## src/bus_pkg.sv

```systemverilog
`default_nettype none

package bus_pkg;

  // 64k address space, the program counter has the same width
  typedef logic [15:0] addr_t;

  typedef logic [7:0] data_t;  // one byte on the data bus

  // one-hot T-state, bit 0 is T1 and bit 3 is T4
  typedef logic [3:0] tstate_t;

  // one-hot M-cycle, bit 0 is the opcode fetch (M1)
  typedef logic [2:0] mcycle_t;

  localparam tstate_t ts_t1 = 4'b0001;
  localparam tstate_t ts_t2 = 4'b0010;  // wait states repeat this one
  localparam tstate_t ts_t3 = 4'b0100;
  localparam tstate_t ts_t4 = 4'b1000;  // only the opcode fetch reaches T4

  localparam mcycle_t mc_m1 = 3'b001;
  localparam mcycle_t mc_m2 = 3'b010;
  // every access after the second byte is reported as M3
  localparam mcycle_t mc_m3 = 3'b100;

endpackage

`default_nettype wire
```

## src/isa_pkg.sv

```systemverilog
`default_nettype none

package isa_pkg;

  // opcodes of the supported subset, Z80 encodings
  localparam bus_pkg::data_t op_nop     = 8'h00;
  localparam bus_pkg::data_t op_ld_a_n  = 8'h3e;  // A <= n
  localparam bus_pkg::data_t op_ld_nn_a = 8'h32;  // (nn) <= A
  localparam bus_pkg::data_t op_ld_a_nn = 8'h3a;  // A <= (nn)
  localparam bus_pkg::data_t op_out_n_a = 8'hd3;  // port n <= A
  localparam bus_pkg::data_t op_jp_nn   = 8'hc3;
  localparam bus_pkg::data_t op_halt    = 8'h76;

  // one state per machine cycle the core can run
  typedef enum logic [2:0] {
    fetch,       // M1, opcode read
    operand_lo,  // first operand byte, n or the low half of nn
    operand_hi,  // high half of nn
    mem_read,
    mem_write,
    io_write,
    halted       // M1 cycles repeated at the HALT address
  } exec_state_t;

  // number of bytes in an instruction, minus one
  typedef logic [1:0] op_len_t;

  // four bytes, the first fetched byte sits in bits 31:24
  typedef logic [31:0] trace_word_t;

endpackage

`default_nettype wire

```

## src/cpu_subsys.sv

```systemverilog
`timescale 1ns/1ps
`default_nettype none

module cpu_subsys #(
  parameter bit io_wait  = 1'b1,  // extra automatic T2 on I/O cycles
  parameter bit t2_write = 1'b0   // wr from T2 instead of T3
) (
  input  wire                  cpu_bus,
  input  wire                  reset,
  input  wire                  wait_n,
  input  wire bus_pkg::data_t  data_in,
  output bus_pkg::addr_t       addr,
  output bus_pkg::data_t       data_out,
  output logic                 mreq,
  output logic                 iorq,
  output logic                 rd,
  output logic                 wr,
  output logic                 m1,
  output logic                 halt,
  output logic                 req,
  output isa_pkg::trace_word_t opcode,
  output isa_pkg::op_len_t     opcode_len,
  output bus_pkg::addr_t       opcode_pc,
  output logic                 opcode_valid
);

  import bus_pkg::*;

  mcycle_t mcycle;
  tstate_t tstate;
  addr_t   pc;
  logic    io_cycle;  // level from the core, the pin is the registered strobe
  logic    no_read;
  logic    write;
  logic    intcycle_n;
  logic    fetch;
  logic    data_valid;

  cpu_core #(.io_wait(io_wait)) core0 (
    .cpu_bus(cpu_bus), .reset(reset), .wait_n(wait_n), .data_in(data_in),
    .addr(addr), .data_out(data_out), .mcycle(mcycle), .tstate(tstate),
    .m1(m1), .iorq(io_cycle), .no_read(no_read), .write(write),
    .intcycle_n(intcycle_n), .halt(halt), .fetch(fetch),
    .data_valid(data_valid), .pc(pc)
  );

  bus_strobe_gen #(.t2_write(t2_write)) strobe0 (
    .cpu_bus(cpu_bus), .reset(reset), .mcycle(mcycle), .tstate(tstate),
    .m1(m1), .iorq(io_cycle), .no_read(no_read), .write(write),
    .intcycle_n(intcycle_n), .wait_n(wait_n),
    .mreq(mreq), .iorq_s(iorq), .rd(rd), .wr(wr), .req(req)
  );

  opcode_tracer tracer0 (
    .cpu_bus(cpu_bus), .reset(reset), .data_in(data_in),
    .data_valid(data_valid), .fetch(fetch), .m1(m1), .pc(pc),
    .opcode(opcode), .opcode_len(opcode_len), .opcode_pc(opcode_pc),
    .opcode_valid(opcode_valid)
  );

endmodule

`default_nettype wire

```

## src/opcode_tracer.sv

```systemverilog
`timescale 1ns/1ps
`default_nettype none

module opcode_tracer (
  input  wire                  cpu_bus,
  input  wire                  reset,
  input  wire bus_pkg::data_t  data_in,
  input  wire                  data_valid,
  input  wire                  fetch,
  input  wire                  m1,
  input  wire bus_pkg::addr_t  pc,
  output isa_pkg::trace_word_t opcode,
  output isa_pkg::op_len_t     opcode_len,
  output bus_pkg::addr_t       opcode_pc,
  output logic                 opcode_valid
);

  import bus_pkg::*;
  import isa_pkg::*;

  data_t   slot [4];  // bytes of the instruction being fetched
  op_len_t idx;       // next free slot, equal to the byte count so far
  addr_t   start_pc;  // address of the instruction being fetched
  logic    m1_q;
  logic    m1_rise;
  logic    started;   // at least one instruction has begun since reset

  // m1 rises at T1 of every opcode fetch, including each HALT loop fetch
  assign m1_rise = m1 && !m1_q;

  always_ff @(posedge cpu_bus)
  begin
    if (reset)
    begin
      m1_q         <= 1'b0;
      started      <= 1'b0;
      opcode_valid <= 1'b0;
      idx          <= '0;
    end
    else
    begin
      m1_q <= m1;
      if (m1_rise)
      begin
        opcode_valid <= started;  // the first rise after reset has nothing to report
        started      <= 1'b1;
        idx          <= '0;
      end
      else
      begin
        opcode_valid <= 1'b0;
        if (data_valid && fetch)
          idx <= idx + op_len_t'(1);
      end
    end
  end

  // byte slots and the published record
  always_ff @(posedge cpu_bus)
  begin
    if (m1_rise)
    begin
      opcode     <= {slot[0], slot[1], slot[2], slot[3]};
      opcode_len <= idx - op_len_t'(1);
      opcode_pc  <= start_pc;
      start_pc   <= pc;  // pc still points at the new opcode during T1
      slot[0]    <= '0;
      slot[1]    <= '0;
      slot[2]    <= '0;
      slot[3]    <= '0;
    end
    else if (data_valid && fetch)
      slot[idx] <= data_in;  // data reads of loads never land here
  end

endmodule

`default_nettype wire

```

## src/bus_strobe_gen.sv

```systemverilog
`timescale 1ns/1ps
`default_nettype none

module bus_strobe_gen #(
  parameter bit t2_write = 1'b0  // 1 starts wr in T2 instead of T3
) (
  input  wire                   cpu_bus,
  input  wire                   reset,
  input  wire bus_pkg::mcycle_t mcycle,
  input  wire bus_pkg::tstate_t tstate,
  input  wire                   m1,
  input  wire                   iorq,
  input  wire                   no_read,
  input  wire                   write,
  input  wire                   intcycle_n,
  input  wire                   wait_n,
  output logic                  mreq,
  output logic                  iorq_s,
  output logic                  rd,
  output logic                  wr,
  output logic                  req
);

  logic nxt_mreq;
  logic nxt_iorq;
  logic nxt_rd;
  logic nxt_wr;
  logic ack;  // the current access has already been announced on req

  // strobe values for the next half clock, from the M-cycle and T-state
  always_comb
  begin
    nxt_mreq = 1'b0;
    nxt_iorq = 1'b0;
    nxt_rd   = 1'b0;
    nxt_wr   = 1'b0;
    if (mcycle[0])
    begin
      if (m1 && (tstate[1] || tstate[2]))  // opcode read in T2 and T3
      begin
        nxt_rd   = intcycle_n;
        nxt_mreq = intcycle_n;
        nxt_iorq = !intcycle_n;  // an acknowledge cycle would use iorq here
      end
    end
    else
    begin
      if ((tstate[1] || tstate[2]) && !no_read && !write)
      begin
        nxt_rd   = 1'b1;
        nxt_iorq = iorq;
        nxt_mreq = !iorq;
      end
      if (write && (t2_write ? (tstate[1] || (tstate[2] && !wait_n)) : tstate[2]))
      begin
        nxt_wr   = 1'b1;
        nxt_iorq = iorq;
        nxt_mreq = !iorq;
      end
    end
  end

  // registered on the falling edge so that wait_n stays a plain synchronous input
  always_ff @(negedge cpu_bus)
  begin
    if (reset)
    begin
      mreq   <= 1'b0;
      iorq_s <= 1'b0;
      rd     <= 1'b0;
      wr     <= 1'b0;
    end
    else
    begin
      mreq   <= nxt_mreq;
      iorq_s <= nxt_iorq;
      rd     <= nxt_rd;
      wr     <= nxt_wr;
    end
  end

  // ack closes req after one rising edge and reopens once the request strobes drop
  always_ff @(posedge cpu_bus)
  begin
    if (reset)
      ack <= 1'b0;
    else if (!mreq && !iorq_s)
      ack <= 1'b0;
    else if (req)
      ack <= 1'b1;
  end

  assign req = (mreq || iorq_s) && (rd || wr) && !ack;

endmodule

`default_nettype wire

```

## src/cpu_core.sv

```systemverilog
`timescale 1ns/1ps
`default_nettype none

module cpu_core #(
  parameter bit io_wait = 1'b1  // 1 gives I/O cycles one automatic extra T2
) (
  input  wire              cpu_bus,
  input  wire              reset,
  input  wire              wait_n,
  input  wire bus_pkg::data_t data_in,
  output bus_pkg::addr_t   addr,
  output bus_pkg::data_t   data_out,
  output bus_pkg::mcycle_t mcycle,
  output bus_pkg::tstate_t tstate,
  output logic             m1,
  output logic             iorq,
  output logic             no_read,
  output logic             write,
  output logic             intcycle_n,
  output logic             halt,
  output logic             fetch,
  output logic             data_valid,
  output bus_pkg::addr_t   pc
);

  import bus_pkg::*;
  import isa_pkg::*;

  exec_state_t state;      // machine cycle in progress
  exec_state_t nxt_state;  // machine cycle that follows the current one
  data_t ir;               // opcode of the running instruction
  data_t a;                // accumulator
  data_t tgt_lo;           // n, or the low byte of nn
  data_t tgt_hi;           // high byte of nn
  logic  io_ext;           // the automatic I/O wait state has been spent
  logic  io_hold;
  logic  m1_cycle;
  logic  m_end;

  // the HALT loop runs opcode fetches too, so it counts as M1
  assign m1_cycle = (state == isa_pkg::fetch) || (state == halted);

  // M1 ends after T4 and every other cycle ends after T3
  assign m_end = m1_cycle ? tstate[3] : tstate[2];

  assign io_hold = io_wait && iorq && !io_ext;  // first pass through T2 of an I/O cycle

  // bytes are only taken when the memory is not stretching the cycle
  assign data_valid = tstate[2] && wait_n;

  // decode runs in T4 of M1 on the latched opcode and picks the next cycles
  always_comb
  begin
    nxt_state = isa_pkg::fetch;
    case (state)
      isa_pkg::fetch:
      begin
        case (ir)
          op_halt:
            nxt_state = halted;
          op_ld_a_n, op_ld_nn_a, op_ld_a_nn, op_out_n_a, op_jp_nn:
            nxt_state = operand_lo;
          default:
            nxt_state = isa_pkg::fetch;  // NOP, and unknown opcodes act like it
        endcase
      end
      operand_lo:
      begin
        if (ir == op_out_n_a)
          nxt_state = io_write;
        else if (ir != op_ld_a_n)
          nxt_state = operand_hi;  // all the nn forms need a second byte
      end
      operand_hi:
      begin
        if (ir == op_ld_nn_a)
          nxt_state = mem_write;
        else if (ir == op_ld_a_nn)
          nxt_state = mem_read;  // JP is done once the target is loaded
      end
      halted:
        nxt_state = halted;  // only reset leaves HALT
      default:
        nxt_state = isa_pkg::fetch;  // data cycles end the instruction
    endcase
  end

  // T-state sequencer, M-cycle advance and program counter
  always_ff @(posedge cpu_bus)
  begin
    if (reset)
    begin
      state  <= isa_pkg::fetch;
      tstate <= ts_t1;
      io_ext <= 1'b0;
      pc     <= '0;
    end
    else
    begin
      if (tstate[0])
        tstate <= ts_t2;
      else if (tstate[1])
      begin
        if (io_hold)
          io_ext <= 1'b1;  // stay in T2 one more clock before looking at wait_n
        else if (wait_n)
          tstate <= ts_t3;
      end
      else if (m_end)
      begin
        tstate <= ts_t1;
        state  <= nxt_state;
        io_ext <= 1'b0;
      end
      else
        tstate <= ts_t4;

      if (data_valid)
      begin
        case (state)
          isa_pkg::fetch:
            if (data_in != op_halt)
              pc <= pc + addr_t'(1);  // HALT keeps its own address for the loop
          operand_lo:
            pc <= pc + addr_t'(1);
          operand_hi:
            if (ir == op_jp_nn)
              pc <= {data_in, tgt_lo};
            else
              pc <= pc + addr_t'(1);
          default:
            pc <= pc;
        endcase
      end
    end
  end

  // opcode, operand and accumulator loads
  always_ff @(posedge cpu_bus)
  begin
    if (data_valid)
    begin
      case (state)
        isa_pkg::fetch:
          ir <= data_in;
        operand_lo:
        begin
          tgt_lo <= data_in;
          if (ir == op_ld_a_n)
            a <= data_in;
        end
        operand_hi:
          tgt_hi <= data_in;
        mem_read:
          a <= data_in;
        default:
          ir <= ir;
      endcase
    end
  end

  // OUT puts n on the low address byte and A on the high one, as a Z80 does
  always_comb
  begin
    case (state)
      mem_read, mem_write:
        addr = {tgt_hi, tgt_lo};
      io_write:
        addr = {a, tgt_lo};
      default:
        addr = pc;
    endcase
  end

  assign data_out = a;  // only stores and OUT write, and both write A

  assign mcycle = m1_cycle ? mc_m1 : (state == operand_lo) ? mc_m2 : mc_m3;

  // m1 drops in T4 and stays low in reset, so every instruction starts with a rising edge
  assign m1 = m1_cycle && !tstate[3] && !reset;

  assign iorq    = (state == io_write);
  assign write   = (state == mem_write) || (state == io_write);
  assign no_read = write;  // a write cycle never reads the bus as well
  assign halt    = (state == halted);

  assign fetch = m1_cycle || (state == operand_lo) || (state == operand_hi);

  assign intcycle_n = 1'b1;  // there are no interrupt acknowledge cycles

endmodule

`default_nettype wire

```

## config.mk

```make
export PLATFORM = sky130hd
export DESIGN_NAME = cpu_subsys
export DESIGN_NICKNAME = d
export VERILOG_FILES = /design/src/bus_pkg.sv /design/src/isa_pkg.sv /design/src/cpu_subsys.sv /design/src/opcode_tracer.sv /design/src/bus_strobe_gen.sv /design/src/cpu_core.sv
export SDC_FILE = /design/constraint.sdc
export NUM_CORES = 1
export LEC_CHECK = 0
export BUFFER_PORTS_ARGS = -buffer_cell sky130_fd_sc_hd__buf_2
export CAP_MARGIN = 20
export CORE_MARGIN = 5
export CORE_UTILIZATION = 55
export CTS_BUF_LIST = sky130_fd_sc_hd__clkbuf_4 sky130_fd_sc_hd__clkbuf_8
export CTS_CLUSTER_SIZE = 14
export DETAILED_ROUTE_END_ITERATION = 12
export PLACE_DENSITY = 0.77
export SYNTH_ARGS = -nofsm -noshare
export SYNTH_HDL_FRONTEND = slang
export SYNTH_SLANG_ARGS = --single-unit
```

## constraint.sdc

```tcl
create_clock -name cpu_bus -period 3.2 [get_ports cpu_bus]
set_clock_uncertainty 0.15 [all_clocks]
set_input_delay 0.16 -clock cpu_bus [delete_from_list [all_inputs] [get_ports cpu_bus]]
set_output_delay 0.16 -clock cpu_bus [all_outputs]
set_load 0.02 [all_outputs]
```

; After elaboration in Yosys (flattened, before gate mapping)
; Memory sizes are Yosys's and may differ from the RTL's. A register that Yosys moved wholly into a read port is not among the register bits.
; Index checks and enable logic that the tools add are counted.
; Widths: inputs -> output; s select.
[word_totals]
output_inout_bits = 82
wordCells = 135
ramBits = 32
reg_bits = 100
memories = 1
in_bits = 11
[mem_list]
columns = name, depth, width, read_ports, rd_clocked_by_memory_dff, write_ports, line
row1 = tracer0.slot, 4, 8, 4, 4, 4, opcode_tracer.sv:21  ; data_t slot [4];
[classes]
addsub = 3
mux = 39
bitwise_logic = 3
n_reduce_logical = 49
n_eq_ne = 19
[op_table]
columns = operator, count
row1 = $pmux 16 s3, 1
row2 = $mux 16, 2
row3 = $pmux 16 s2, 1
row4 = $eq 8x6->1 const B, 3
row5 = $mux 1, 20
row6 = $add 16x1->16 const B, 1
row7 = $eq 8x8->1 const B, 2
row8 = $mux 4, 4
row9 = $mux 8, 2
row10 = $pmux 8 s2, 1
row11 = $logic_and 1x1->1, 13
row12 = $pmux 3 s4, 1
row13 = $reduce_and 3->1, 4
row14 = $reduce_or 2->1, 6
row15 = $eq 3x3->1 const B, 3
row16 = $logic_not 1->1, 9
row17 = $eq 8x7->1 const B, 1
row18 = $mux 2, 4
row19 = $ne 2x2->1 const B, 4
row20 = $ne 8x6->1 const B, 1
row21 = $ne 8x7->1 const B, 1
row22 = $reduce_and 2->1, 4
row23 = $reduce_or 8->1, 1
row24 = $logic_or 1x1->1, 7
row25 = 12 further kinds, 17

; Longest topological paths before layout
; Gate-level depths: netlist of run 1.
[depth]
depth_word = 10
depth_mapped = 7
ltp_nobuf = 6

; Hierarchy
; A second synthesis of run 1 with hierarchy kept.
[hier_totals]
cells_unflattened = 501
area_unflattened_um2 = 6612.6
[by_module_without_submodules]
columns = module, n_inst, cells_each, area_per_inst_um2
row1 = opcode_tracer, 1, 169, 3378.2
row2 = cpu_core, 1, 307, 3011.6
row3 = bus_strobe_gen, 1, 25, 222.7

==> results of run 1 <==
-- sequential cells by signal (all words and copies together) (netlist names), 3 cells and up --
register           flops
opcode                32
tracer0.slot          32
core0.pc              16
tracer0.opcode_pc     16
tracer0.start_pc      16
core0.data_out         8
core0.ir               8
core0.tgt_hi           8
core0.tgt_lo           8
core0.tstate           4
core0.state            3
-- layout by cell type, fill, tap and decap left out, types with 9 or more instances in the layout --
cell type	Yosys	layout
dlygate4sd3_1	0	10
nor2_1	17	17
mux2_2	9	9
nand4_1	11	11
inv_1	26	29
o22ai_1	18	18
a21oi_1	28	28
nand3_1	11	11
clkbuf_8	0	17
dfxtp_1	34	33
and2_1	30	30
buf_4	2	17
nand2_1	18	18
o21ai_0	15	15
nor3_1	15	15
edfxtp_1	130	130
buf_2	10	93
mux2i_1	11	11
-- repair_timing --
| item | CTS | global route |
|---|---|---|
| hold endpoints to repair | 38 | 0 |
| hold buffers | 10 | 0 |
| gates resized for setup | 0 | 1 |
| endpoints found under the setup margin | 0 | 1 |
-- per-stage QoR --
stage	hold slack (ns)	setup slack (ns)	power (mW)
2_1_floorplan	0.1089	0.03354	2.556
4_1_cts	0.2746	0.05120	4.049
6_report	0.2735	0.09345	4.011
3_3_place_gp	0.2505	0.3529	2.644
3_5_place_dp	0.2545	0.3161	2.654
5_1_grt	0.2812	0.001779	4.175
-- cell usage after synthesis (9+ instances only) --
cell and n:
a21oi_1 28, and2_1 30, buf_2 10, dfxtp_1 34
edfxtp_1 130, inv_1 26, mux2_2 9, mux2i_1 11
nand2_1 18, nand3_1 11, nand4_1 11, nor2_1 17
nor3_1 15, o21ai_0 15, o22ai_1 18
-- critical path, cell delays in order, from the launching register on --
cell and delay (ns):
dfxtp_1 0.35, nor2_1 0.05, nor3_1 0.15, buf_2 0.19
-- how the worst max path moves through the flow --
stage               slack [ns]           end      startpoint  cells past startpoint
floorplan                 0.03  strobe0.mreq  core0.state[1]                      5
global placement          0.35  strobe0.mreq  core0.state[1]                      4
detailed placement        0.32  strobe0.mreq  core0.state[1]                      4
CTS                       0.05           req      strobe0.wr                      3
global route             0.002           req      strobe0.rd                      3
finish                    0.09           req      strobe0.rd                      3
-- cell families (layout without fill, tap and decap cells) --
logic type	count (synthesis)	count (layout)	synth area share [%]
AO/OA/AOI/OAI	99	99	10.27
XOR/XNOR	4	4	0.6303
adder cells (fa/ha/maj)	1	1	0.1853
buffers and inverters	54	183	3.577
flip-flops	164	164	67.91
multiplexers	20	20	3.133
AND/OR/NAND/NOR	154	154	14.29
-- layer usage --
layer	track usage, %	part of all wire [%]	vias up
met5	0	0	-
met2	34.58	47	229
li1	-	-	2141
met4	10.55	3.1	0
met3	5.098	7.1	36
met1	29.12	43	2253
-- cell type report --
type,instances,area share [%]
clock buffers,18,3.060
clock inverters,18,1.808
inverters,26,1.268
multi-input cells,278,24.39
flip-flops and latches,164,58.11
well taps,147,2.331
repair buffers,121,9.038
-- power groups by stage --
stage	Clock, mW	Combinational, mW	Sequential [mW]
floorplan	0.00973	0.0633	2.48
global placement	0.00973	0.196	2.44
detailed placement	0.00973	0.201	2.44
CTS	1.44	0.211	2.39
global route	1.55	0.223	2.40
finish	1.41	0.209	2.39
==> results.sh, run 1 <==
export IMPL_status="finished clean"
export IMPL_finalSetupViolCount=0
export IMPL_diodes=0
export IMPL_io_pins=93
export IMPL_maxSlewHeadroom_pct=36.13
export IMPL_rsz0062_at_grt="false"
export IMPL_drive_above_1_share_pct=27.36
export IMPL_worstSkewPairLatency_ns=0.46
export IMPL_vias=4659
export IMPL_grt_pass1_wl_mm=24.31
export IMPL_path_max_fanout=3
export IMPL_start_util_pct=56.20
export IMPL_clkPwrFrac_pct=35.1
export IMPL_ys_top_cells_by_area="edfxtp_1 (58%), dfxtp_1 (10%), and2_1 (2.8%), a21oi_1 (2.1%), o22ai_1 (1.7%)"
export IMPL_dieArea_mm2=0.01459
export IMPL_fin_setup_tns_ns=0
export IMPL_dp_cells=726
export IMPL_crit_type="reg2out"
export IMPL_routed_via_density=6.035
export IMPL_nFillCells=893
export IMPL_dieHeight_um=120.8
export IMPL_worstHoldEndpoint="opcode[14]"
export IMPL_first_global_vias=4521
export IMPL_ys_ff_latch=164
export IMPL_cts_made_buffers=17
export IMPL_detail_route_wl_per_cell_um=19.92
export IMPL_drc=0
export IMPL_design_area_mm2=0.007891
export IMPL_min_from="tracer0.slot[2][6]"
export IMPL_dpl_hpwl_mm=10.38
export IMPL_power_frac_seq_pct=59.7
export IMPL_nNetsFinal=624
export IMPL_yosysUniqueCellTypes=71
export IMPL_ant_nets=0
export IMPL_drt_pass1_iter_count=5
export IMPL_h_tree_depth=4
export IMPL_reg2reg_depth=4
export IMPL_p_int_mw=3.066
export IMPL_root_buffer="clkbuf_8"
export IMPL_synthCells=496
export IMPL_end_kind="primary output"
export IMPL_grt_max_degree=49
export IMPL_place_congestion=0.8748
export IMPL_wirelength_mm=15.38
export IMPL_synth_edf_count=130
export IMPL_seq_area_mm2=0.004586
export IMPL_synth_area_leader_cell="edfxtp_1"
export IMPL_core_area_mm2=0.01201
export IMPL_cp_start_kind="flip-flop"
export IMPL_finalMaxSlewViolations=0
export IMPL_r2r_slack_ns=0.29
export IMPL_die_w_um=120.8
export IMPL_drt_iter0_markers=457
export IMPL_grt_usage_pct=22.03
export IMPL_cap_violations=0
export IMPL_port_buffers=92
export IMPL_worst_slew_pin_slew_ns=0.9565
export IMPL_synth_seq_area_share_pct=67.91
export IMPL_synth_main_ff_cell="edfxtp_1"
export IMPL_yosysWarnings=0
export IMPL_stdcell_count=772
export IMPL_p_switching_mw=0.9457
export IMPL_synthArstFlopShare_pct=0
export IMPL_postCtsSetupBuffers=0
export IMPL_p_comb_share_pct=5.2
export IMPL_syn_area_mm2=0.006750
export IMPL_dpl_instance_area_mm2=0.007405
export IMPL_whs_path_depth=0
export IMPL_grt_overflow_total=0
export IMPL_p_per_area_mw_per_mm2=508.3
export IMPL_std_cell_rows=40
export IMPL_p_sw_share_pct=23.58
export IMPL_synthDominantCellAreaShare_pct=57.83
export IMPL_critPathArrivalTime_ns=2.80
export IMPL_cts_sinks=164
export IMPL_cts_buffer_depth=2
export IMPL_reg2reg_to="strobe0.mreq"
export IMPL_syn_area_per_cell_um2=13.61
export IMPL_ir_worst_vdd_uv=280.6
export IMPL_cts_tree="built"
export IMPL_crit_required_ns=2.89
export IMPL_hold_viol_final=0
export IMPL_hp_class="reg2reg"
export IMPL_antenna_found_initial=0
export IMPL_syn_nets=508
export IMPL_area_growth_pct=16.90
export IMPL_p_leak_nw=2.880
export IMPL_path_clk_slew_ns=0.08
export IMPL_r2r_start="core0.state[1]"
export IMPL_utilization_pct=65.70
export IMPL_multiInputGateArea_mm2=0.001924
Power figures use the tool's default switching activity.
==> run 2: changes to the inputs <==
Settings changed: CORE_MARGIN 5 to 2.
==> results.sh, run 2 (synthesis gave the netlist of run 1 again) <==
export IMPL_status="finished clean"
export IMPL_diodes=0
export IMPL_grt_pass1_wl_mm=22.40
export IMPL_std_cell_rows=40
export IMPL_end_kind="primary output"
export IMPL_core_area_mm2=0.01201
export IMPL_area_growth_pct=16.94
export IMPL_cts_buffer_depth=2
export IMPL_finalMaxSlewViolations=0
export IMPL_finalSetupViolCount=0
export IMPL_first_global_vias=4269
export IMPL_cp_start_kind="flip-flop"
export IMPL_path_clk_slew_ns=0.08
export IMPL_port_buffers=92
export IMPL_mostFrequentLayoutCells="edfxtp_1 (130), buf_2 (91), dfxtp_1 (32)"
export IMPL_grt_max_degree=41
export IMPL_start_util_pct=56.20
export IMPL_antenna_found_initial=0
export IMPL_dpl_hpwl_mm=9.740
export IMPL_drt_iter0_markers=426
export IMPL_p_per_area_mw_per_mm2=507.8
export IMPL_hp_class="reg2reg"
export IMPL_drt_pass1_iter_count=5
export IMPL_postCtsSetupBuffers=0
export IMPL_vias=4576
export IMPL_place_congestion=0.9429
export IMPL_io_pins=93
export IMPL_final_common_cell="edfxtp_1"
export IMPL_crit_required_ns=2.89
export IMPL_crit_type="reg2out"
export IMPL_critPathArrivalTime_ns=2.77
export IMPL_cts_made_buffers=17
export IMPL_cts_sinks=164
export IMPL_maxSlewHeadroom_pct=41.06
export IMPL_hold_viol_final=0
export IMPL_reg_top3="opcode x32, tracer0.slot x32"
export IMPL_hold_worst_slack_ns=0.2703
export IMPL_dieArea_mm2=0.01318
export IMPL_p_leak_nw=2.874
export IMPL_grt_overflow_total=0
export IMPL_fin_setup_tns_ns=0
export IMPL_drc=0
export IMPL_detail_route_wl_per_cell_um=18.96
export IMPL_grt_usage_pct=23.06
export IMPL_drive_above_1_share_pct=27.24
export IMPL_rsz0062_at_grt="false"
export IMPL_die_w_um=114.8
export IMPL_wirelength_mm=14.62
export IMPL_worst_slew_pin_slew_ns=0.8827
export IMPL_ir_worst_vdd_uv=261.9
export IMPL_cap_violations=0
export IMPL_cts_tree="built"
export IMPL_nNetsFinal=623
export IMPL_dieHeight_um=114.8
export IMPL_path_max_fanout=3
export IMPL_routed_via_density=5.935
export IMPL_worstSkewPairLatency_ns=0.47
export IMPL_ant_nets=0
export IMPL_h_tree_depth=4
export IMPL_root_buffer="clkbuf_8"
[run 2: cell types whose count changed in the layout (fill, tap and decap cells not counted), moves of 2 or more]
cell,change
clkinv_2,-2
clkinv_4,+2
clkinv_1,+2
buf_2,-2
[run 2: worst paths after layout]
kind                            start                   end  slack [ns]  cells past startpoint
setup / recovery           strobe0.rd                   req        0.12                      3
hold / removal    tracer0.start_pc[4]  tracer0.opcode_pc[4]        0.27                      0
setup reg to reg       core0.state[1]          strobe0.mreq        0.17                      4
hold reg to reg   tracer0.start_pc[4]  tracer0.opcode_pc[4]        0.27                      0
[run 2: power by group]
| part | total [mW] | internal, mW | switching, mW | leakage (nW) |
|---|---|---|---|---|
| logic | 0.209 | 0.0594 | 0.149 | 1.18 |
| clock network | 1.41 | 0.633 | 0.774 | 0.201 |
| registers | 2.39 | 2.37 | 0.0219 | 1.50 |
| total | 4.01 | 3.06 | 0.946 | 2.87 |
[run 2: layout make-up]
cell class / instances / area [um2]
Clock buffer: 18 / 241.5
Clock inverter: 18 / 141.4
Fill cell: 891 / 4118
Inverter: 26 / 100.1
Multi-Input combinational cell: 278 / 1929
Sequential cell: 164 / 4587
Tap cell: 147 / 183.9
Timing Repair Buffer: 120 / 710.7
[run 2: repair_timing]
action                                 CTS  global route
resized for setup                        0             4
setup endpoints to repair                0             1
endpoints found under the hold margin   38             0
hold buffers                            10             0
[run 2: layer usage]
metal  part of all wire, %  vias to the layer above  GRT usage, %
li1                      -                     2139             -
met1                    43                     2200         31.22
met2                    47                      201         35.07
met3                   7.2                       36         6.378
met4                   2.6                        0         10.76
met5                     0                        -             0
[run 2: metrics by stage]
step	utilization [%]	setup WS [ns]	std cells	instance area [um2]	power [mW]
CTS	65.57	0.04959	770	7876	4.036
detailed placement	61.58	0.2355	725	7397	2.652
global placement	61.58	0.2987	725	7397	2.641
global route	65.72	0.03067	771	7894	4.141
floorplan	-	0.03354	496	6750	2.556
finish	65.72	0.1172	771	7894	4.009
[run 2: worst max-delay path, stage by stage, from the launching register on]
cell and delay [ns]:
dfxtp_2 0.33, nor2_1 0.05, nor3_2 0.16, buf_4 0.16
==> run 3: changes to the inputs <==
Settings changed: PLACE_DENSITY 0.77 to 0.79.
==> results.sh, run 3 (synthesis gave the netlist of run 1 again) <==
export IMPL_drt_iter0_markers=421
export IMPL_rsz0062_at_grt="false"
export IMPL_seq_area_mm2=0.004587
export IMPL_p_leak_nw=2.878
export IMPL_root_buffer="clkbuf_8"
export IMPL_cts_tree="built"
export IMPL_hold_viol_final=0
export IMPL_dieHeight_um=114.8
export IMPL_drt_pass1_iter_count=5
export IMPL_max_stage_delay_ns=0.34
export IMPL_layout_setup_ws_ns=0.08404
export IMPL_ant_nets=0
export IMPL_start_util_pct=56.20
export IMPL_path_cells="nor2_2 > nor3_2 > buf_2"
export IMPL_path_max_fanout=3
export IMPL_vias=4606
export IMPL_fin_setup_tns_ns=0
export IMPL_worstSkewPairLatency_ns=0.47
export IMPL_dieArea_mm2=0.01318
export IMPL_cp_start_kind="flip-flop"
export IMPL_first_global_vias=4479
export IMPL_status="finished clean"
export IMPL_std_cell_rows=40
export IMPL_final_common_cell="edfxtp_1"
export IMPL_r2r_start="core0.state[1]"
export IMPL_grt_usage_pct=24.04
export IMPL_diodes=0
export IMPL_area_growth_pct=16.98
export IMPL_grt_max_degree=57
export IMPL_multiInputGateArea_mm2=0.001932
export IMPL_critical_path_top_delay_family="flip-flops"
export IMPL_end_kind="primary output"
export IMPL_finalSetupViolCount=0
export IMPL_pre_cts_ws_ns=0.2823
export IMPL_drc=0
export IMPL_cts_made_buffers=17
export IMPL_detail_route_wl_per_cell_um=19.49
export IMPL_nNetsFinal=623
export IMPL_min_from="tracer0.slot[3][7]"
export IMPL_path_clk_slew_ns=0.09
export IMPL_finalMaxSlewViolations=0
export IMPL_crit_required_ns=2.89
export IMPL_port_buffers=92
export IMPL_ir_worst_vdd_uv=316.8
export IMPL_crit_start="strobe0.wr"
export IMPL_cts_buffer_depth=2
export IMPL_maxSlewHeadroom_pct=30.00
export IMPL_cap_violations=0
export IMPL_die_w_um=114.8
export IMPL_slowest_stage="dfxtp_2"
export IMPL_antenna_found_initial=0
export IMPL_critPathArrivalTime_ns=2.81
export IMPL_mostFrequentLayoutCells="edfxtp_1 (130), buf_2 (92), dfxtp_1 (32)"
export IMPL_worst_slew_pin_slew_ns=1.042
export IMPL_io_pins=93
export IMPL_h_tree_depth=4
export IMPL_crit_type="reg2out"
export IMPL_cts_sinks=164
export IMPL_routed_via_density=5.982
export IMPL_worst_path_buf_inv=1
export IMPL_wirelength_mm=15.01
export IMPL_hp_class="reg2reg"
export IMPL_reg_top3="opcode x32, tracer0.slot x32"
export IMPL_grt_overflow_total=0
export IMPL_postCtsSetupBuffers=0
export IMPL_drive_above_1_share_pct=27.45
export IMPL_core_area_mm2=0.01201
export IMPL_nFillCells=925
export IMPL_grt_pass1_wl_mm=23.61
export IMPL_place_congestion=0.9112
export IMPL_p_per_area_mw_per_mm2=509.9
export IMPL_dpl_hpwl_mm=10.02
-- run 3: what timing repair did --
item                                   4_1_cts  5_1_grt
setup endpoints to repair                    1        1
hold buffers                                11        0
gates resized for setup                      1        3
pin swaps                                    0        1
endpoints found under the hold margin       42        0
-- run 3: where the power goes --
group / leakage (nW) / internal, mW / switching (mW)
Clock: 0.204 / 0.636 / 0.786
Sequential: 1.50 / 2.37 / 0.0229
Combinational: 1.18 / 0.0605 / 0.149
Total: 2.88 / 3.07 / 0.958
-- run 3: layout make-up --
type,count,share of cell area (%)
Inverter,26,1.268
Timing Repair Buffer,120,9.000
Tap cell,147,2.329
Sequential cell,164,58.09
Clock inverter,17,1.791
Multi-Input combinational cell,278,24.47
Clock buffer,18,3.058
-- run 3: worst paths after layout --
path | end | slack (ns) | depth (start not counted)
min | opcode[7] | 0.27 | 0
max reg2reg | strobe0.mreq | 0.23 | 4
min reg2reg | opcode[7] | 0.27 | 0
max | req | 0.08 | 3
-- run 3: metrics by stage --
stage	power (mW)	instances	instance area (um2)	hold slack, ns	util (%)
after floorplan	2.556	496	6750	0.1089	-
after global placement	2.642	725	7397	0.2502	61.58
after detailed placement	2.653	725	7397	0.2545	61.58
after CTS	4.054	770	7888	0.2742	65.67
after global routing	4.161	770	7896	0.2804	65.74
final	4.026	770	7896	0.2736	65.74
-- run 3: routing by layer --
metal	wire length, um	global-route usage (%)	share of wire [%]
met2	7284	38.11	49
met5	0	0	0
met4	318	10.36	2.1
met1	6380	32.59	43
met3	1025	5.113	6.8
